<file path="src/hw/ft245_defines.svh">
// ft245 bridge parameters: chip bus width, fifo depth and apb register map
`ifndef FT245_DEFINES_SVH
`define FT245_DEFINES_SVH

// one byte per transfer on the chip bus
`define FT_DATA_W 8

// 512 entries per direction
`define FT_FIFO_AW 9

// apb address width and register offsets
`define FT_APB_AW 4

`define FT_REG_DATA 4'h0

`define FT_REG_STATUS 4'h4

`endif

</file>
<file path="src/hw/ft245_pkg.sv">
// ft245 bridge types: engine states, apb request and response, chip pin groups
`default_nettype none

`include "ft245_defines.svh"

package ft245_pkg;

	typedef logic [`FT_DATA_W-1:0] ft_byte_t;

	typedef enum logic [1:0] {
		ST_IDLE,
		ST_READ_OE,
		ST_READ,
		ST_WRITE
	} ft_state_e;

	typedef struct packed {
		logic                  psel;
		logic                  penable;
		logic                  pwrite;
		logic [`FT_APB_AW-1:0] paddr;
		logic [31:0]           pwdata;
	} apb_req_t;

	typedef struct packed {
		logic [31:0] prdata;
		logic        pready;
		logic        pslverr;
	} apb_rsp_t;

	// chip flags, both active low
	typedef struct packed {
		logic rde_n;
		logic txe_n;
	} ft_status_t;

	typedef struct packed {
		logic rd_n;
		logic oe_n;
		logic wr_n;
	} ft_ctrl_t;

endpackage

`default_nettype wire

</file>
<file path="src/hw/ft245_apb_regs.sv">
// ft245 apb registers: DATA and STATUS access to the inbound and outbound fifos
`timescale 1ns/10ps
`default_nettype none

`include "ft245_defines.svh"

module ft245_apb_regs (
	input  logic                  clk,
	input  logic                  rst,
	input  ft245_pkg::apb_req_t   req,
	input  logic                  in_empty,
	input  logic                  out_full,
	input  logic [`FT_DATA_W-1:0] in_data,
	output ft245_pkg::apb_rsp_t   rsp,
	output logic                  in_rd,
	output logic                  out_wr,
	output logic [`FT_DATA_W-1:0] out_data
);

	logic [31:0] prdata;
	logic        pslverr;
	logic        setup;
	logic        access;
	logic        is_data;
	logic        is_status;

	assign setup = req.psel & ~req.penable;
	assign access = req.psel & req.penable;
	assign is_data = (req.paddr == `FT_REG_DATA);
	assign is_status = (req.paddr == `FT_REG_STATUS);

	// response is decided in the setup phase and held after the transfer.
	// only this block pops inbound and pushes outbound, so the flags it
	// sampled cannot turn against it before the access edge
	always_ff @(posedge clk) begin
		if (rst) begin
			prdata <= '0;
			pslverr <= 1'b0;
		end else if (setup) begin
			prdata <= '0;
			pslverr <= 1'b0;
			if (is_data && !req.pwrite) begin
				if (in_empty) begin
					pslverr <= 1'b1;
				end else begin
					prdata <= {{(32 - `FT_DATA_W){1'b0}}, in_data};
				end
			end else if (is_data && req.pwrite) begin
				// outbound full drops the byte
				pslverr <= out_full;
			end else if (is_status && !req.pwrite) begin
				prdata <= {30'b0, out_full, ~in_empty};
			end else begin
				pslverr <= 1'b1;
			end
		end
	end

	// strobes fire on the access edge of a good transfer
	assign in_rd = access & is_data & ~req.pwrite & ~pslverr;
	assign out_wr = access & is_data & req.pwrite & ~pslverr;
	assign out_data = req.pwdata[`FT_DATA_W-1:0];

	// no wait states
	assign rsp = '{
		prdata: prdata,
		pready: 1'b1,
		pslverr: pslverr
	};

endmodule

`default_nettype wire

</file>
<file path="config.mk">
export PLATFORM = sky130hd
export DESIGN_NAME = ft245_apb_regs
export DESIGN_NICKNAME = d
export VERILOG_FILES = /design/src/hw/ft245_pkg.sv /design/src/hw/ft245_apb_regs.sv
export VERILOG_INCLUDE_DIRS = /design/src /design/src/hw
export SDC_FILE = /design/constraint.sdc
export NUM_CORES = 1
export LEC_CHECK = 0
export ABC_CLOCK_PERIOD_IN_PS = 1700
export BUFFER_PORTS_ARGS = -buffer_cell sky130_fd_sc_hd__buf_2
export CORE_ASPECT_RATIO = 0.9
export CORE_MARGIN = 5
export CORE_UTILIZATION = 30
export CTS_BUF_LIST = sky130_fd_sc_hd__clkbuf_2
export DETAILED_ROUTE_END_ITERATION = 7
export GPL_ROUTABILITY_DRIVEN = 0
export PLACE_DENSITY_LB_ADDON = 0.15
export SLEW_MARGIN = 20
export SYNTH_ARGS = -nofsm -noshare
export SYNTH_HDL_FRONTEND = slang
export SYNTH_SLANG_ARGS = --single-unit
</file>
<file path="constraint.sdc">
create_clock -name clk -period 1.7 [get_ports clk]
set_clock_uncertainty 0.15 [all_clocks]
set_input_delay 0.17 -clock clk [delete_from_list [all_inputs] [get_ports clk]]
set_output_delay 0.17 -clock clk [all_outputs]
set_load 0.05 [all_outputs]
</file>
==> key figures <==
Place
  – DP HPWL: 1070 µm
  – Port bufs: 29

Clocking
  – CTS clk-pin slew, worst paths: approximately 0.10 ns
  – Clk_lat worst skew: 0.24 ns
  – CTS tree: done
  – H-tree levels: 1
  – Clock sink count: 9
  – Maximum clock path buffer count: 2
  – CTS Buf Count: 3
  – Clock root cell: clkbuf_2

STA
  – Setup Viol. Count Final: 2
  – Final Max Tran Viols: 0
  – Hold Violations, Final: 0
  – Slew @ Worst Pin: 0.519 ns
  – Rel. slew slack: 65.2%
  – RSZ-0062 raised after global routing: true
  – Max Fclk: around 0.58 GHz
  – Final period util: 102%
  – Min cycle time layout: roughly 1.7 ns
  – Final WS setup: -0.0324 ns
  – WHS: 0.0450 ns

Critical path
  – Setup CP Type: flop to primary output
  – Crit path DAT: 1.41 ns
  – Worst path max stage delay: about 0.57 ns
  – Startpoint Class: flop
  – Slowest stage cell, crit path: or4_4
  – Worst Path Required: 1.38 ns
  – CP cell instances: or4_4 > nor2_4 > buf_6
  – Reg-to-reg slack, setup: 0.89 ns
  – CP endpoint kind: primary output
  – Critical path fanouts, max: 3

Synth
  – Top post-synthesis cells by area: buf_4 (40%), dfxtp_1 (28%), a22o_1 (8.3%)
  – Cell Area, Synth: 637 µm²
  – Synth unique cells: 18
  – Synth area leader: buf_4
  – Sequential-to-total area share from yosys stat: ~28%
  – Cells after synthesis: between 70 and 80
  – Yosys reg bits: 9
  – Post-synth top area share: 40.1%
  – Synthesis Warnings: 0
  – Mean area per synthesized cell: 8.72 µm²

Route
  – Final ANT Viol Nets: 0
  – Drt wl/cell: 10.3 µm
  – Initial DRT Pass Iterations: 2
  – Routed wire length: ~1300 µm
  – Vias: 500
  – Starting DRT DRC Count: 2
  – # DRC: 0
  – Via density: 3.94

Layout
  – Layout cells sized above 1: 39.2%
  – Ant. Diodes: 0
  – Nets: 154
  – Most frequent cells in the layout: buf_2 (27), conb_1 (25), dfxtp_1 (8)
  – Final Util: around two fifths
  – Commonest non-fill, non-tap cell in the layout: buf_2
  – Syn-to-layout area delta: 20.2%

Global routing
  – First-pass GRT wire length: 1860 µm
  – Vias in the first global route: 424
  – Initial antenna violation count: 0
  – Largest net degree at the start of global routing: 9
  – GRT Residual Overflow: 0
  – GR Util All Layers: 8.00%

Die
  – Die Span X: 58.6 µm
  – Initial Utilization: 32.3%
  – Rows: 15
  – Ports: 95
  – Die area: 3150 µm²
  – Die Span Y: 53.7 µm
  – Core area: 1970 µm²

Status
  – Failing checks: negative setup slack
  – Status: finished with violations

Power and ir drop
  – Cell Pwr Density: 698 nW/µm²
  – Max IR drop VDD: 0.355 mV
  – LEAKAGE: 0.403 nW

Min path
  – Min-delay worst type: input pin to flop

Flow run
  – Max-Cap Viols: 0
==> registers in the layout, summed over array words and instances (netlist names) <==
register  count
pslverr       1
prdata        8
==> cell usage after synthesis (all sizes together) <==
cell and count:
buf 35, dfxtp 9, nor2 7, a22o 6
a211oi 2, conb 2, o2bb2ai 2, a22oi 1
and4b 1, inv 1, nand2 1, nand3b 1
nor2b 1, o21a 1, o21bai 1, or3 1
or4 1
==> final timing paths <==
| check | from | endpoint | cells past startpoint |
|---|---|---|---|
| worst max register to register | pslverr$_SDFFE_PP0P_ | pslverr$_SDFFE_PP0P_ | 2 |
| worst min register to register | prdata[0]$_SDFFE_PP0P_ | prdata[0]$_SDFFE_PP0P_ | 1 |
| worst min-delay path | in_data[0] | prdata[0]$_SDFFE_PP0P_ | 3 |
| worst max-delay path | pslverr$_SDFFE_PP0P_ | out_wr | 3 |
==> what timing repair did <==
action / 4_1_cts / 5_1_grt
cloned: 0 / 0
pin swaps: 1 / 0
endpoints found under the setup margin: 2 / 2
hold buffers: 7 / 0
buffers inserted: 0 / 0
endpoints found under the hold margin: 7 / 0
resized for setup: 7 / 0
==> layer usage <==
metal	part of all wire [%]	vias to the layer above	GRT usage, %	wire, µm
met5	0	-	0	0
met4	0	0	1.16	0
met3	13	0	4.80	175
met2	49	32	13.4	642
met1	37	223	8.94	488
li1	-	245	-	-
==> kinds of logic after synthesis <==
group / Yosys count / share of synthesized area, %
other cells: 2 / 1.18
simple gates: 13 / 12.2
buf+inv: 36 / 41.5
flops: 9 / 28.3
compound gates: 13 / 16.9
==> critical path: cells and delay by family, from the launching register on <==
| family | cells | cell delay [ns] |
|---|---|---|
| simple gates | 2 | 0.68 |
| flops | 1 | 0.33 |
| buf+inv | 1 | 0.16 |
==> report_power, final <==
part	switching [mW]	internal (mW)	total [mW]
combinational	0.155	0.0366	0.192
sequential	0.00132	0.213	0.214
clock	0.0755	0.0533	0.129
==> stage by stage <==
stage	TNS, ns	power (mW)	cells	instance area (µm²)	setup slack (ns)
after floorplan	-0.194	0.462	96	728	-0.0972
after CTS	-0.0682	0.541	127	766	-0.0342
after global routing	-0.139	0.563	127	766	-0.0787
after detailed placement	-0.219	0.396	116	652	-0.110
after global placement	-0.210	0.395	116	652	-0.105
final	-0.0499	0.535	127	766	-0.0324
==> final cells by class <==
| cell class | instances | area, µm² |
|---|---|---|
| Fill cell | 221 | 1200 |
| Multi-Input combinational cell | 51 | 294 |
| Timing Repair Buffer | 37 | 235 |
| Sequential cell | 9 | 181 |
| Tap cell | 25 | 31.3 |
| Clock buffer | 3 | 15.0 |
| Clock inverter | 1 | 5.00 |
| Inverter | 1 | 3.75 |
Power figures use the tool's default switching activity.
