`src/hw/ft245_defines.svh`:
```
// ft245 bridge parameters: chip bus width, fifo depth and apb register map
`ifndef FT245_DEFINES_SVH
`define FT245_DEFINES_SVH

// one byte per transfer on the chip bus
`define FT_DATA_W 8

// 512 entries per direction
`define FT_FIFO_AW 9

// apb address width and register offsets
`define FT_APB_AW 4

`define FT_REG_DATA 4'h0

`define FT_REG_STATUS 4'h4

`endif

```
`src/hw/ft245_pkg.sv`:
```
// ft245 bridge types: engine states, apb request and response, chip pin groups
`default_nettype none

`include "ft245_defines.svh"

package ft245_pkg;

	typedef logic [`FT_DATA_W-1:0] ft_byte_t;

	typedef enum logic [1:0] {
		ST_IDLE,
		ST_READ_OE,
		ST_READ,
		ST_WRITE
	} ft_state_e;

	typedef struct packed {
		logic                  psel;
		logic                  penable;
		logic                  pwrite;
		logic [`FT_APB_AW-1:0] paddr;
		logic [31:0]           pwdata;
	} apb_req_t;

	typedef struct packed {
		logic [31:0] prdata;
		logic        pready;
		logic        pslverr;
	} apb_rsp_t;

	// chip flags, both active low
	typedef struct packed {
		logic rde_n;
		logic txe_n;
	} ft_status_t;

	typedef struct packed {
		logic rd_n;
		logic oe_n;
		logic wr_n;
	} ft_ctrl_t;

endpackage

`default_nettype wire

```
`src/hw/ft245_sync_engine.sv`:
```
// ft245 sync engine: runs the chip read and write handshake on ftdi_clk
`timescale 1ns/10ps
`default_nettype none

module ft245_sync_engine (
	input  logic                  ftdi_clk,
	input  logic                  rst,
	input  ft245_pkg::ft_status_t status,
	input  logic                  in_full,
	input  logic                  out_empty,
	output ft245_pkg::ft_ctrl_t   ctrl,
	output logic                  in_wr,
	output logic                  out_rd
);

	ft245_pkg::ft_state_e state;

	logic rd_n;
	logic oe_n;
	logic rd_go;
	logic wr_go;
	logic wr_active;

	// chip has data and there is room for it
	assign rd_go = ~status.rde_n & ~in_full;

	// writes only when no read is waiting
	assign wr_go = ~rd_go & ~status.txe_n & ~out_empty;

	// wr_n follows the fifo head directly
	assign wr_active = (state == ft245_pkg::ST_WRITE) & ~out_empty;

	// capture the bus byte on the same edge the chip hands it over
	assign in_wr = (state == ft245_pkg::ST_READ) & ~rd_n & ~status.rde_n & ~in_full;

	// pop only when the chip takes the byte
	assign out_rd = wr_active & ~status.txe_n;

	assign ctrl = '{
		rd_n: rd_n,
		oe_n: oe_n,
		wr_n: ~wr_active
	};

	always_ff @(posedge ftdi_clk) begin
		if (rst) begin
			state <= ft245_pkg::ST_IDLE;
			rd_n <= 1'b1;
			oe_n <= 1'b1;
		end else begin
			case (state)
				ft245_pkg::ST_IDLE: begin
					if (rd_go) begin
						// turn the bus around first
						oe_n <= 1'b0;
						state <= ft245_pkg::ST_READ_OE;
					end else if (wr_go) begin
						state <= ft245_pkg::ST_WRITE;
					end
				end
				ft245_pkg::ST_READ_OE: begin
					// rd_n one cycle behind oe_n
					rd_n <= 1'b0;
					state <= ft245_pkg::ST_READ;
				end
				ft245_pkg::ST_READ: begin
					if (status.rde_n | in_full) begin
						rd_n <= 1'b1;
						oe_n <= 1'b1;
						state <= ft245_pkg::ST_IDLE;
					end
				end
				ft245_pkg::ST_WRITE: begin
					// refused byte stays at the fifo head
					if (status.txe_n | out_empty) begin
						state <= ft245_pkg::ST_IDLE;
					end
				end
				default: begin
					rd_n <= 1'b1;
					oe_n <= 1'b1;
					state <= ft245_pkg::ST_IDLE;
				end
			endcase
		end
	end

endmodule

`default_nettype wire

```
`config.mk`:
```
export PLATFORM = sky130hd
export DESIGN_NAME = ft245_sync_engine
export DESIGN_NICKNAME = d
export VERILOG_FILES = /design/src/hw/ft245_pkg.sv /design/src/hw/ft245_sync_engine.sv
export VERILOG_INCLUDE_DIRS = /design/src /design/src/hw
export SDC_FILE = /design/constraint.sdc
export NUM_CORES = 1
export LEC_CHECK = 0
export BUFFER_PORTS_ARGS = -buffer_cell sky130_fd_sc_hd__buf_4
export CAP_MARGIN = 0
export CELL_PAD_IN_SITES_DETAIL_PLACEMENT = 1
export CELL_PAD_IN_SITES_GLOBAL_PLACEMENT = 2
export CORE_AREA = 3 3 40 42
export CTS_CLUSTER_SIZE = 25
export DETAILED_ROUTE_END_ITERATION = 6
export DIE_AREA = 0 0 43 45
export PLACE_DENSITY_LB_ADDON = 0.2
export SYNTH_ARGS = -nofsm -noshare
export SYNTH_HDL_FRONTEND = slang
export SYNTH_SLANG_ARGS = --single-unit
export TNS_END_PERCENT = 100
```
`constraint.sdc`:
```
create_clock -name ftdi_clk -period 1.72 [get_ports ftdi_clk]
set_clock_uncertainty 0.2 [all_clocks]
set_input_delay 0.344 -clock ftdi_clk [delete_from_list [all_inputs] [get_ports ftdi_clk]]
set_output_delay 0.344 -clock ftdi_clk [all_outputs]
set_load 0.03 [all_outputs]
```
==> results.sh, run 1 <==
export IMPL_hpwl_um=504
export IMPL_synth_cell_area_um2=228
export IMPL_grt_antenna_before_repair=0
export IMPL_grt_pass1_wl_um=1050
export IMPL_p_int_w=0.000211
export IMPL_grt_start_max_net_pins=10
export IMPL_drive_gt1_share_pct=46.3
export IMPL_ys_top_cells_by_count="4 x dfxtp_1, 4 x nor2_1"
export IMPL_cts_sinks=4
export IMPL_ys_types=20
export IMPL_place_congestion=0.741
export IMPL_irDropWorstVdd_mv=0.172
export IMPL_synth_edff_count=0
export IMPL_port_buffers=10
export IMPL_ys_warnings_count=0
export IMPL_post_route_util_pct=26.6
export IMPL_required_ps=1180
export IMPL_critPathKind="flop to output pin"
export IMPL_die_h_um=45
export IMPL_firstDrtPassIters=2
export IMPL_clk_pin_slew_worst_paths_ps=40
export IMPL_crit_arrival_ps=1090
export IMPL_syn_to_final_growth_pct=50.0
export IMPL_cp_max_fo=2
export IMPL_tightest_slew_ps=184
export IMPL_avgSynthCellArea_um2=7.59
export IMPL_cts_tree="done"
export IMPL_rows=13
export IMPL_fin_tns_setup_ps=0
export IMPL_postSynth_asyncResetShare_pct=0
export IMPL_cts_buffers_inserted=3
export IMPL_synthDominantCellAreaShare_pct=35.2
export IMPL_die_x_um=43
export IMPL_hold_path_class="input pin to flop"
export IMPL_synth_seq_cells=4
export IMPL_pin_count=11
export IMPL_start_kind="flop"
export IMPL_drt_iter0_markers=3
export IMPL_wl_per_cell_um=11.4
export IMPL_share_comb_of_total_power_pct=20.8
export IMPL_slew_limit_headroom_pct=87.7
export IMPL_r2r_worst_path_cells=4
export IMPL_fin_crit_sh_pct=94.8
export IMPL_whs_path_depth=2
export IMPL_layout_nets=49
export IMPL_p_per_area_mw_per_mm2=850
export IMPL_yosys_top_cells_area="dfxtp_1 35%, buf_4 6.6%, nor2_1 6.6%, a21oi_1 4.4%, a221o_1 4.4%"
export IMPL_finalMaxSlewViolations=0
export IMPL_fmax_ghz=0.613
export IMPL_switching_share_pct=27.4
export IMPL_wl_um=637
export IMPL_min_delay_start="rst"
export IMPL_ant_nets=0
export IMPL_fp_dieArea_mm2=0.00194
export IMPL_rsz0062_at_grt="no"
export IMPL_grt_pass1_vias=277
export IMPL_cts_root_buf="clkbuf_4"
export IMPL_grt_use_total_pct=7.24
export IMPL_worstSkewPairLatency_ps=230
export IMPL_vias=255
export IMPL_diodes=0
export IMPL_yosysSeqAreaShare_pct=35.2
export IMPL_final_hold_viol_count=0
export IMPL_status="finished clean"
export IMPL_switching_power_w=0.0000795
export IMPL_vias_per_cell=4.55
export IMPL_syn_nets=36
export IMPL_seqPwrFrac_pct=38.7
export IMPL_setup_violations=0
export IMPL_clkPwrFrac_pct=40.5
export IMPL_overflow=0
export IMPL_clockBufferDepth=2
export IMPL_reg2reg_slack_ps=400
export IMPL_layout_min_cycle_time_ps=1630
export IMPL_postSynthCellCount=30
export IMPL_fp_coreArea_mm2=0.00128
export IMPL_regToRegStartpoint="state[0]$_SDFFE_PP0P_"
export IMPL_worstHoldEndpoint="state[0]$_SDFFE_PP0P_"
export IMPL_synthFlopType="dfxtp_1"
export IMPL_drc=0
export IMPL_end_kind="output pin"
export IMPL_post_synth_top_area_cell="dfxtp_1"
export IMPL_p_leak_nw=0.153
export IMPL_htree_levels=1
export IMPL_drv_cap=0
export IMPL_start_util_pct=17.7
export IMPL_rr_endpoint="rd_n$_SDFFE_PP1P_"
[layout make-up]
type / count / area, um^2
Sequential cell: 4 / 81.3
Fill cell: 167 / 943
Tap cell: 15 / 18.8
Clock buffer: 3 / 22.5
Timing Repair Buffer: 12 / 90.1
Multi-Input combinational cell: 20 / 121
Inverter: 2 / 7.51
[worst max-delay path by stage]
stage	from	end	cells past startpoint
2_1_floorplan	state[0]$_SDFFE_PP0P_	in_wr	4
3_3_place_gp	in_full	in_wr	5
3_5_place_dp	in_full	in_wr	5
4_1_cts	state[1]$_SDFFE_PP0P_	out_rd	3
5_1_grt	state[0]$_SDFFE_PP0P_	in_wr	4
6_report	state[0]$_SDFFE_PP0P_	in_wr	4
[cell usage in the layout (no fill, tap or decap), drive strengths merged]
cell type | synthesis | routed
clkbuf | 1 | 3
nand3b | 1 | 1
a21oi | 2 | 2
or2 | 2 | 2
dfxtp | 4 | 4
a31oi | 1 | 1
o22ai | 1 | 1
inv | 2 | 2
nor3 | 2 | 2
a221o | 1 | 1
nand3 | 1 | 1
a22oi | 1 | 1
a21o | 1 | 1
o21ai | 1 | 1
o21bai | 1 | 1
buf | 3 | 12
nand2 | 1 | 1
nor2 | 4 | 4
[routing by layer]
layer	track usage [%]	share of wire (%)	vias to the layer above
met5	0	0	-
li1	-	-	126
met1	7.93	43	119
met4	7.23	0	0
met3	0	6.3	0
met2	12.6	50	10
[critical path, stage by stage, from the launching register on]
cell	delay [ps]
dfxtp_1	310
nor3_2	220
nand2_1	70
nor2_1	90
buf_4	160
[cell families after synthesis]
logic type | Yosys count | synth area share (%)
buffers and inverters | 6 | 13.7
flip-flops | 4 | 35.2
AND/OR/NAND/NOR | 11 | 24.7
AO/OA/AOI/OAI | 9 | 26.4
[metrics by stage]
step / hold slack, ps / instances / cell area [um^2] / setup slack, ps / power (W)
6_report: 101 / 56 / 342 / 88.9 / 0.000290
5_1_grt: 118 / 56 / 342 / 31.5 / 0.000307
4_1_cts: 98.0 / 56 / 340 / 48.4 / 0.000296
3_5_place_dp: 319 / 53 / 313 / 83.4 / 0.000174
3_3_place_gp: 301 / 53 / 313 / 107 / 0.000172
2_1_floorplan: 213 / 30 / 228 / 50.7 / 0.000151
[power groups by stage]
stage / combinational [W] / clock, W / sequential, W
finish: 0.0000604 / 0.000117 / 0.000112
global route: 0.0000666 / 0.000126 / 0.000114
CTS: 0.0000613 / 0.000122 / 0.000112
detailed placement: 0.0000605 / 0 / 0.000114
global placement: 0.0000593 / 0 / 0.000112
floorplan: 0.0000452 / 0 / 0.000106
[flip-flops by register name (all words and copies together) (netlist names)]
signal  cells
state       2
rd_n        1
oe_n        1
[repair_timing]
| action | CTS | global route |
|---|---|---|
| setup buffers | 0 | 0 |
| hold buffers | 0 | 0 |
| setup endpoints to repair | 1 | 1 |
| gates resized for setup | 1 | 1 |
| hold endpoints to repair | 0 | 0 |
(Power assumes the default switching activity.)
==> run 2: changes to the inputs <==
==> constraint.sdc (replaced) <==
create_clock -name ftdi_clk -period 1.72 [get_ports ftdi_clk]
set_clock_uncertainty 0.2 [all_clocks]
set_input_delay 0.172 -clock ftdi_clk [delete_from_list [all_inputs] [get_ports ftdi_clk]]
set_output_delay 0.172 -clock ftdi_clk [all_outputs]
set_load 0.03 [all_outputs]
==> run 2 against run 1 <==
Largest cell class unchanged. Register-to-register slack worse by 50 ps. Highest routed layer unchanged. Total power decreased by 1.3%. Global-route usage grew 0.17 points. Worst setup slack better by 60 ps. First-iteration DRC count up 33%. Worst hold slack worse by 19 ps. Critical endpoint unchanged. Via count stayed put. Fmax is 3.8% higher.
==> results.sh, run 2 (same netlist as run 1, synthesis figures left out) <==
export IMPL_timing_final_ws_setup_ps=149
export IMPL_setup_violations=0
export IMPL_fp_coreArea_mm2=0.00128
export IMPL_cts_setup_buffers=0
export IMPL_diodes=0
export IMPL_p_leak_nw=0.146
export IMPL_biggestRegsByFlops="state x2, oe_n x1, rd_n x1"
export IMPL_grt_pass1_wl_um=1040
export IMPL_tightest_slew_ps=313
export IMPL_grt_antenna_before_repair=0
export IMPL_crit_arrival_ps=1200
export IMPL_wl_per_cell_um=11.3
export IMPL_fin_tns_setup_ps=0
export IMPL_die_x_um=43
export IMPL_required_ps=1350
export IMPL_ant_nets=0
export IMPL_p_int_w=0.000208
export IMPL_cts_buffers_inserted=3
export IMPL_share_comb_of_total_power_pct=19.1
export IMPL_end_kind="output pin"
export IMPL_irDropWorstVdd_mv=0.157
export IMPL_clockBufferDepth=2
export IMPL_place_congestion=0.688
export IMPL_critPathKind="flop to output pin"
export IMPL_cts_tree="done"
export IMPL_post_place_ws_ps=348
export IMPL_drv_cap=0
export IMPL_post_route_util_pct=26.1
export IMPL_slew_limit_headroom_pct=79.1
export IMPL_multiInputGateArea_um2=121
export IMPL_pin_count=11
export IMPL_p_per_area_mw_per_mm2=854
export IMPL_fillers=159
export IMPL_overflow=0
export IMPL_rsz0062_at_grt="no"
export IMPL_seqPwrFrac_pct=40.1
export IMPL_fin_crit_sh_pct=91.3
export IMPL_final_hold_viol_count=0
export IMPL_final_common_cell="buf_4"
export IMPL_vias=255
export IMPL_switching_power_w=0.0000786
export IMPL_drt_iter0_markers=4
export IMPL_fmax_ghz=0.636
export IMPL_port_buffers=10
export IMPL_rows=13
export IMPL_grt_use_total_pct=7.40
export IMPL_largest_reg_flops=2
export IMPL_layout_common_cells="10 x buf_4, 4 x nor2_1, 4 x dfxtp_1"
export IMPL_start_kind="flop"
export IMPL_fp_dieArea_mm2=0.00194
export IMPL_die_h_um=45
export IMPL_total_power_w=0.000286
export IMPL_cp_max_fo=8
export IMPL_wl_um=623
export IMPL_layout_min_cycle_time_ps=1570
export IMPL_fin_area_um2=335
export IMPL_drive_gt1_share_pct=40.0
export IMPL_start_util_pct=17.7
export IMPL_cts_root_buf="clkbuf_4"
export IMPL_hold_path_class="input pin to flop"
export IMPL_clk_pin_slew_worst_paths_ps=40
export IMPL_htree_levels=1
export IMPL_switching_share_pct=27.5
export IMPL_vias_per_cell=4.64
export IMPL_drc=0
export IMPL_placedInstanceArea_um2=298
export IMPL_regMostFlops="state"
export IMPL_syn_to_final_growth_pct=47.3
export IMPL_seq_area_um2=80.1
export IMPL_clkPwrFrac_pct=40.7
export IMPL_cts_sinks=4
export IMPL_layout_nets=48
export IMPL_grt_pass1_vias=274
export IMPL_status="finished clean"
export IMPL_firstDrtPassIters=2
export IMPL_grt_start_max_net_pins=10
export IMPL_finalMaxSlewViolations=0
export IMPL_worstSkewPairLatency_ps=240
[run 2: cell types whose count changed in the layout (fill, tap and decap cells not counted), sizes merged]
cell,previous run,this run
dlygate4sd3,0,1
buf,12,10
[run 2: worst paths after layout]
kind	from	end	slack, ps	cells past startpoint
setup / recovery	state[0]$_SDFFE_PP0P_	in_wr	150	4
hold / removal	status[0]	state[0]$_SDFFE_PP0P_	80	4
setup reg to reg	state[0]$_SDFFE_PP0P_	rd_n$_SDFFE_PP1P_	350	3
hold reg to reg	oe_n$_SDFFE_PP1P_	oe_n$_SDFFE_PP1P_	310	2
[run 2: layer usage]
layer / wire (um) / vias up / global-route usage [%]
li1: - / 123 / -
met3: 36 / 0 / 1.59
met4: 0 / 0 / 7.23
met5: 0 / - / 0
met2: 332 / 8 / 11.1
met1: 255 / 124 / 8.65
[run 2: worst max-delay path, stage by stage, from the launching register on]
cell	delay [ps]
dfxtp_1	380
nor3_2	250
nand2_1	70
nor2_1	90
buf_4	160
[run 2: repair_timing]
action | in CTS | in global routing
gates resized for setup | 0 | 1
setup endpoints to repair | 0 | 1
hold buffers | 1 | 0
endpoints found under the hold margin | 4 | 0
[run 2: power groups by stage]
stage          clock network (W)  registers (W)   logic, W
2_1_floorplan                  0       0.000106  0.0000452
3_3_place_gp                   0       0.000115  0.0000525
3_5_place_dp                   0       0.000116  0.0000529
4_1_cts                 0.000125       0.000115  0.0000546
5_1_grt                 0.000134       0.000117  0.0000606
6_report                0.000117       0.000115  0.0000548
[run 2: layout make-up]
| cell class | instances | share of cell area (%) |
|---|---|---|
| Clock buffer | 3 | 6.72 |
| Inverter | 2 | 2.24 |
| Multi-Input combinational cell | 20 | 36.2 |
| Sequential cell | 4 | 23.9 |
| Tap cell | 15 | 5.60 |
| Timing Repair Buffer | 11 | 25.4 |
[run 2: metrics by stage]
step	hold WS [ps]	instances
4_1_cts	80.8	55
2_1_floorplan	41.1	30
5_1_grt	114	55
6_report	81.6	55
3_5_place_dp	182	51
3_3_place_gp	170	51
==> run 3: changes to the inputs <==
--- a/config.mk
+++ b/config.mk
@@ -10,10 +10,11 @@
 export CAP_MARGIN = 0
 export CELL_PAD_IN_SITES_DETAIL_PLACEMENT = 1
 export CELL_PAD_IN_SITES_GLOBAL_PLACEMENT = 2
-export CORE_AREA = 3 3 40 42
+export CORE_AREA = 10 10 47 49
 export CTS_CLUSTER_SIZE = 25
 export DETAILED_ROUTE_END_ITERATION = 6
-export DIE_AREA = 0 0 43 45
+export DIE_AREA = 0 0 57 59
+export MAX_ROUTING_LAYER = met4
 export PLACE_DENSITY_LB_ADDON = 0.2
 export SYNTH_ARGS = -nofsm -noshare
 export SYNTH_HDL_FRONTEND = slang
==> run 3 against run 2 <==
Via count shrank 1.6%. Register-to-register slack hardly changed. Cell count up 1.8%. Total power up 0.67%. Count of clock-buffer cells in the layout unchanged. Final area rose by 0.37%. Combinational power up 1%. First-iteration DRC count increased by 50%. Flip-flop and latch count unchanged. Sequential share of layout area shrank 0.089 points. Largest cell class unchanged. Highest routed layer is now met4.
==> results.sh, run 3 (same netlist as run 1, synthesis figures left out) <==
export IMPL_clk_pin_slew_worst_paths_ps=40
export IMPL_syn_to_final_growth_pct=47.8
export IMPL_start_kind="flop"
export IMPL_pin_count=11
export IMPL_final_common_cell="buf_4"
export IMPL_port_buffers=10
export IMPL_vias_per_cell=4.48
export IMPL_drive_gt1_share_pct=40.0
export IMPL_firstDrtPassIters=3
export IMPL_rows=14
export IMPL_fp_coreArea_mm2=0.00140
export IMPL_post_route_util_pct=24.0
export IMPL_worstSkewPairLatency_ps=240
export IMPL_total_power_w=0.000288
export IMPL_overflow=0
export IMPL_fin_tns_setup_ps=0
export IMPL_drc=0
export IMPL_place_congestion=0.694
export IMPL_required_ps=1350
export IMPL_ant_nets=0
export IMPL_p_leak_nw=0.146
export IMPL_p_per_area_mw_per_mm2=856
export IMPL_fin_crit_sh_pct=92.1
export IMPL_wl_per_cell_um=12.8
export IMPL_end_kind="output pin"
export IMPL_rsz0062_at_grt="no"
export IMPL_layout_min_cycle_time_ps=1580
export IMPL_crit_arrival_ps=1210
export IMPL_critPathKind="flop to output pin"
export IMPL_largest_reg_flops=2
export IMPL_timing_final_ws_setup_ps=136
export IMPL_grt_start_max_net_pins=10
export IMPL_grt_pass1_vias=267
export IMPL_layout_nets=48
export IMPL_grt_antenna_before_repair=0
export IMPL_diodes=0
export IMPL_cp_max_fo=8
export IMPL_cts_sinks=4
export IMPL_cts_buffers_inserted=3
export IMPL_biggestRegsByFlops="state x2, oe_n x1, rd_n x1"
export IMPL_post_place_ws_ps=351
export IMPL_fp_dieArea_mm2=0.00336
export IMPL_clockBufferDepth=2
export IMPL_start_util_pct=16.2
export IMPL_wl_um=718
export IMPL_grt_use_total_pct=5.15
export IMPL_htree_levels=1
export IMPL_layout_common_cells="10 x buf_4, 4 x nor2_1, 4 x dfxtp_1"
export IMPL_regMostFlops="state"
export IMPL_final_hold_viol_count=0
export IMPL_tightest_slew_ps=302
export IMPL_cts_tree="done"
export IMPL_finalMaxSlewViolations=0
export IMPL_die_h_um=59
export IMPL_die_x_um=57
export IMPL_slew_limit_headroom_pct=79.9
export IMPL_grt_pass1_wl_um=1210
export IMPL_vias=251
export IMPL_drv_cap=0
export IMPL_setup_violations=0
export IMPL_hold_path_class="input pin to flop"
export IMPL_cts_root_buf="clkbuf_4"
export IMPL_drt_iter0_markers=6
export IMPL_status="finished clean"
export IMPL_fillers=181
export IMPL_irDropWorstVdd_mv=0.168
export IMPL_fmax_ghz=0.631
==> run 3: worst paths after layout <==
check / from / to / slack, ps / cells past startpoint
worst min register to register: oe_n$_SDFFE_PP1P_ / oe_n$_SDFFE_PP1P_ / 350 / 2
worst max register to register: state[0]$_SDFFE_PP0P_ / rd_n$_SDFFE_PP1P_ / 350 / 3
worst max-delay path: state[0]$_SDFFE_PP0P_ / in_wr / 140 / 4
worst min-delay path: status[0] / state[0]$_SDFFE_PP0P_ / 80 / 4
==> run 3: final cells by class <==
class / count / area (um^2) / share of cell area (%)
repair buffers: 11 / 85.1 / 25.3
well taps: 16 / 20.0 / 5.95
clock buffers: 3 / 22.5 / 6.69
flip-flops and latches: 4 / 80.1 / 23.8
multi-input cells: 20 / 121 / 36.1
inverters: 2 / 7.51 / 2.23
==> run 3: metal layers <==
layer	part of all wire [%]	GRT usage, %	wire length, um	up-vias
met5	0	-	0	-
met4	4.0	8.05	29	0
met3	8.6	2.58	62	3
met2	47	6.82	340	11
met1	40	4.28	285	114
li1	-	-	-	123
==> run 3: critical path, stage by stage, from the launching register on <==
cell,delay [ps]
dfxtp_1,380
nor3_2,240
nand2_1,80
nor2_1,100
buf_4,170
==> run 3: power breakdown <==
group          internal, W  total [W]  switching [W]
sequential        0.000102   0.000115      0.0000131
combinational    0.0000281  0.0000554      0.0000273
clock            0.0000781   0.000118      0.0000400
==> run 3: what timing repair did <==
action,in CTS,in global routing
endpoints found under the setup margin,0,1
hold buffers,1,0
buffers inserted,0,0
gates resized for setup,0,1
hold endpoints to repair,4,0
==> run 3: through the flow <==
stage,cells,area (um^2),hold slack [ps]
detailed placement,52,299,176
finish,56,337,82.7
global placement,52,299,177
floorplan,30,228,41.1
global route,56,337,101
CTS,56,332,76.8
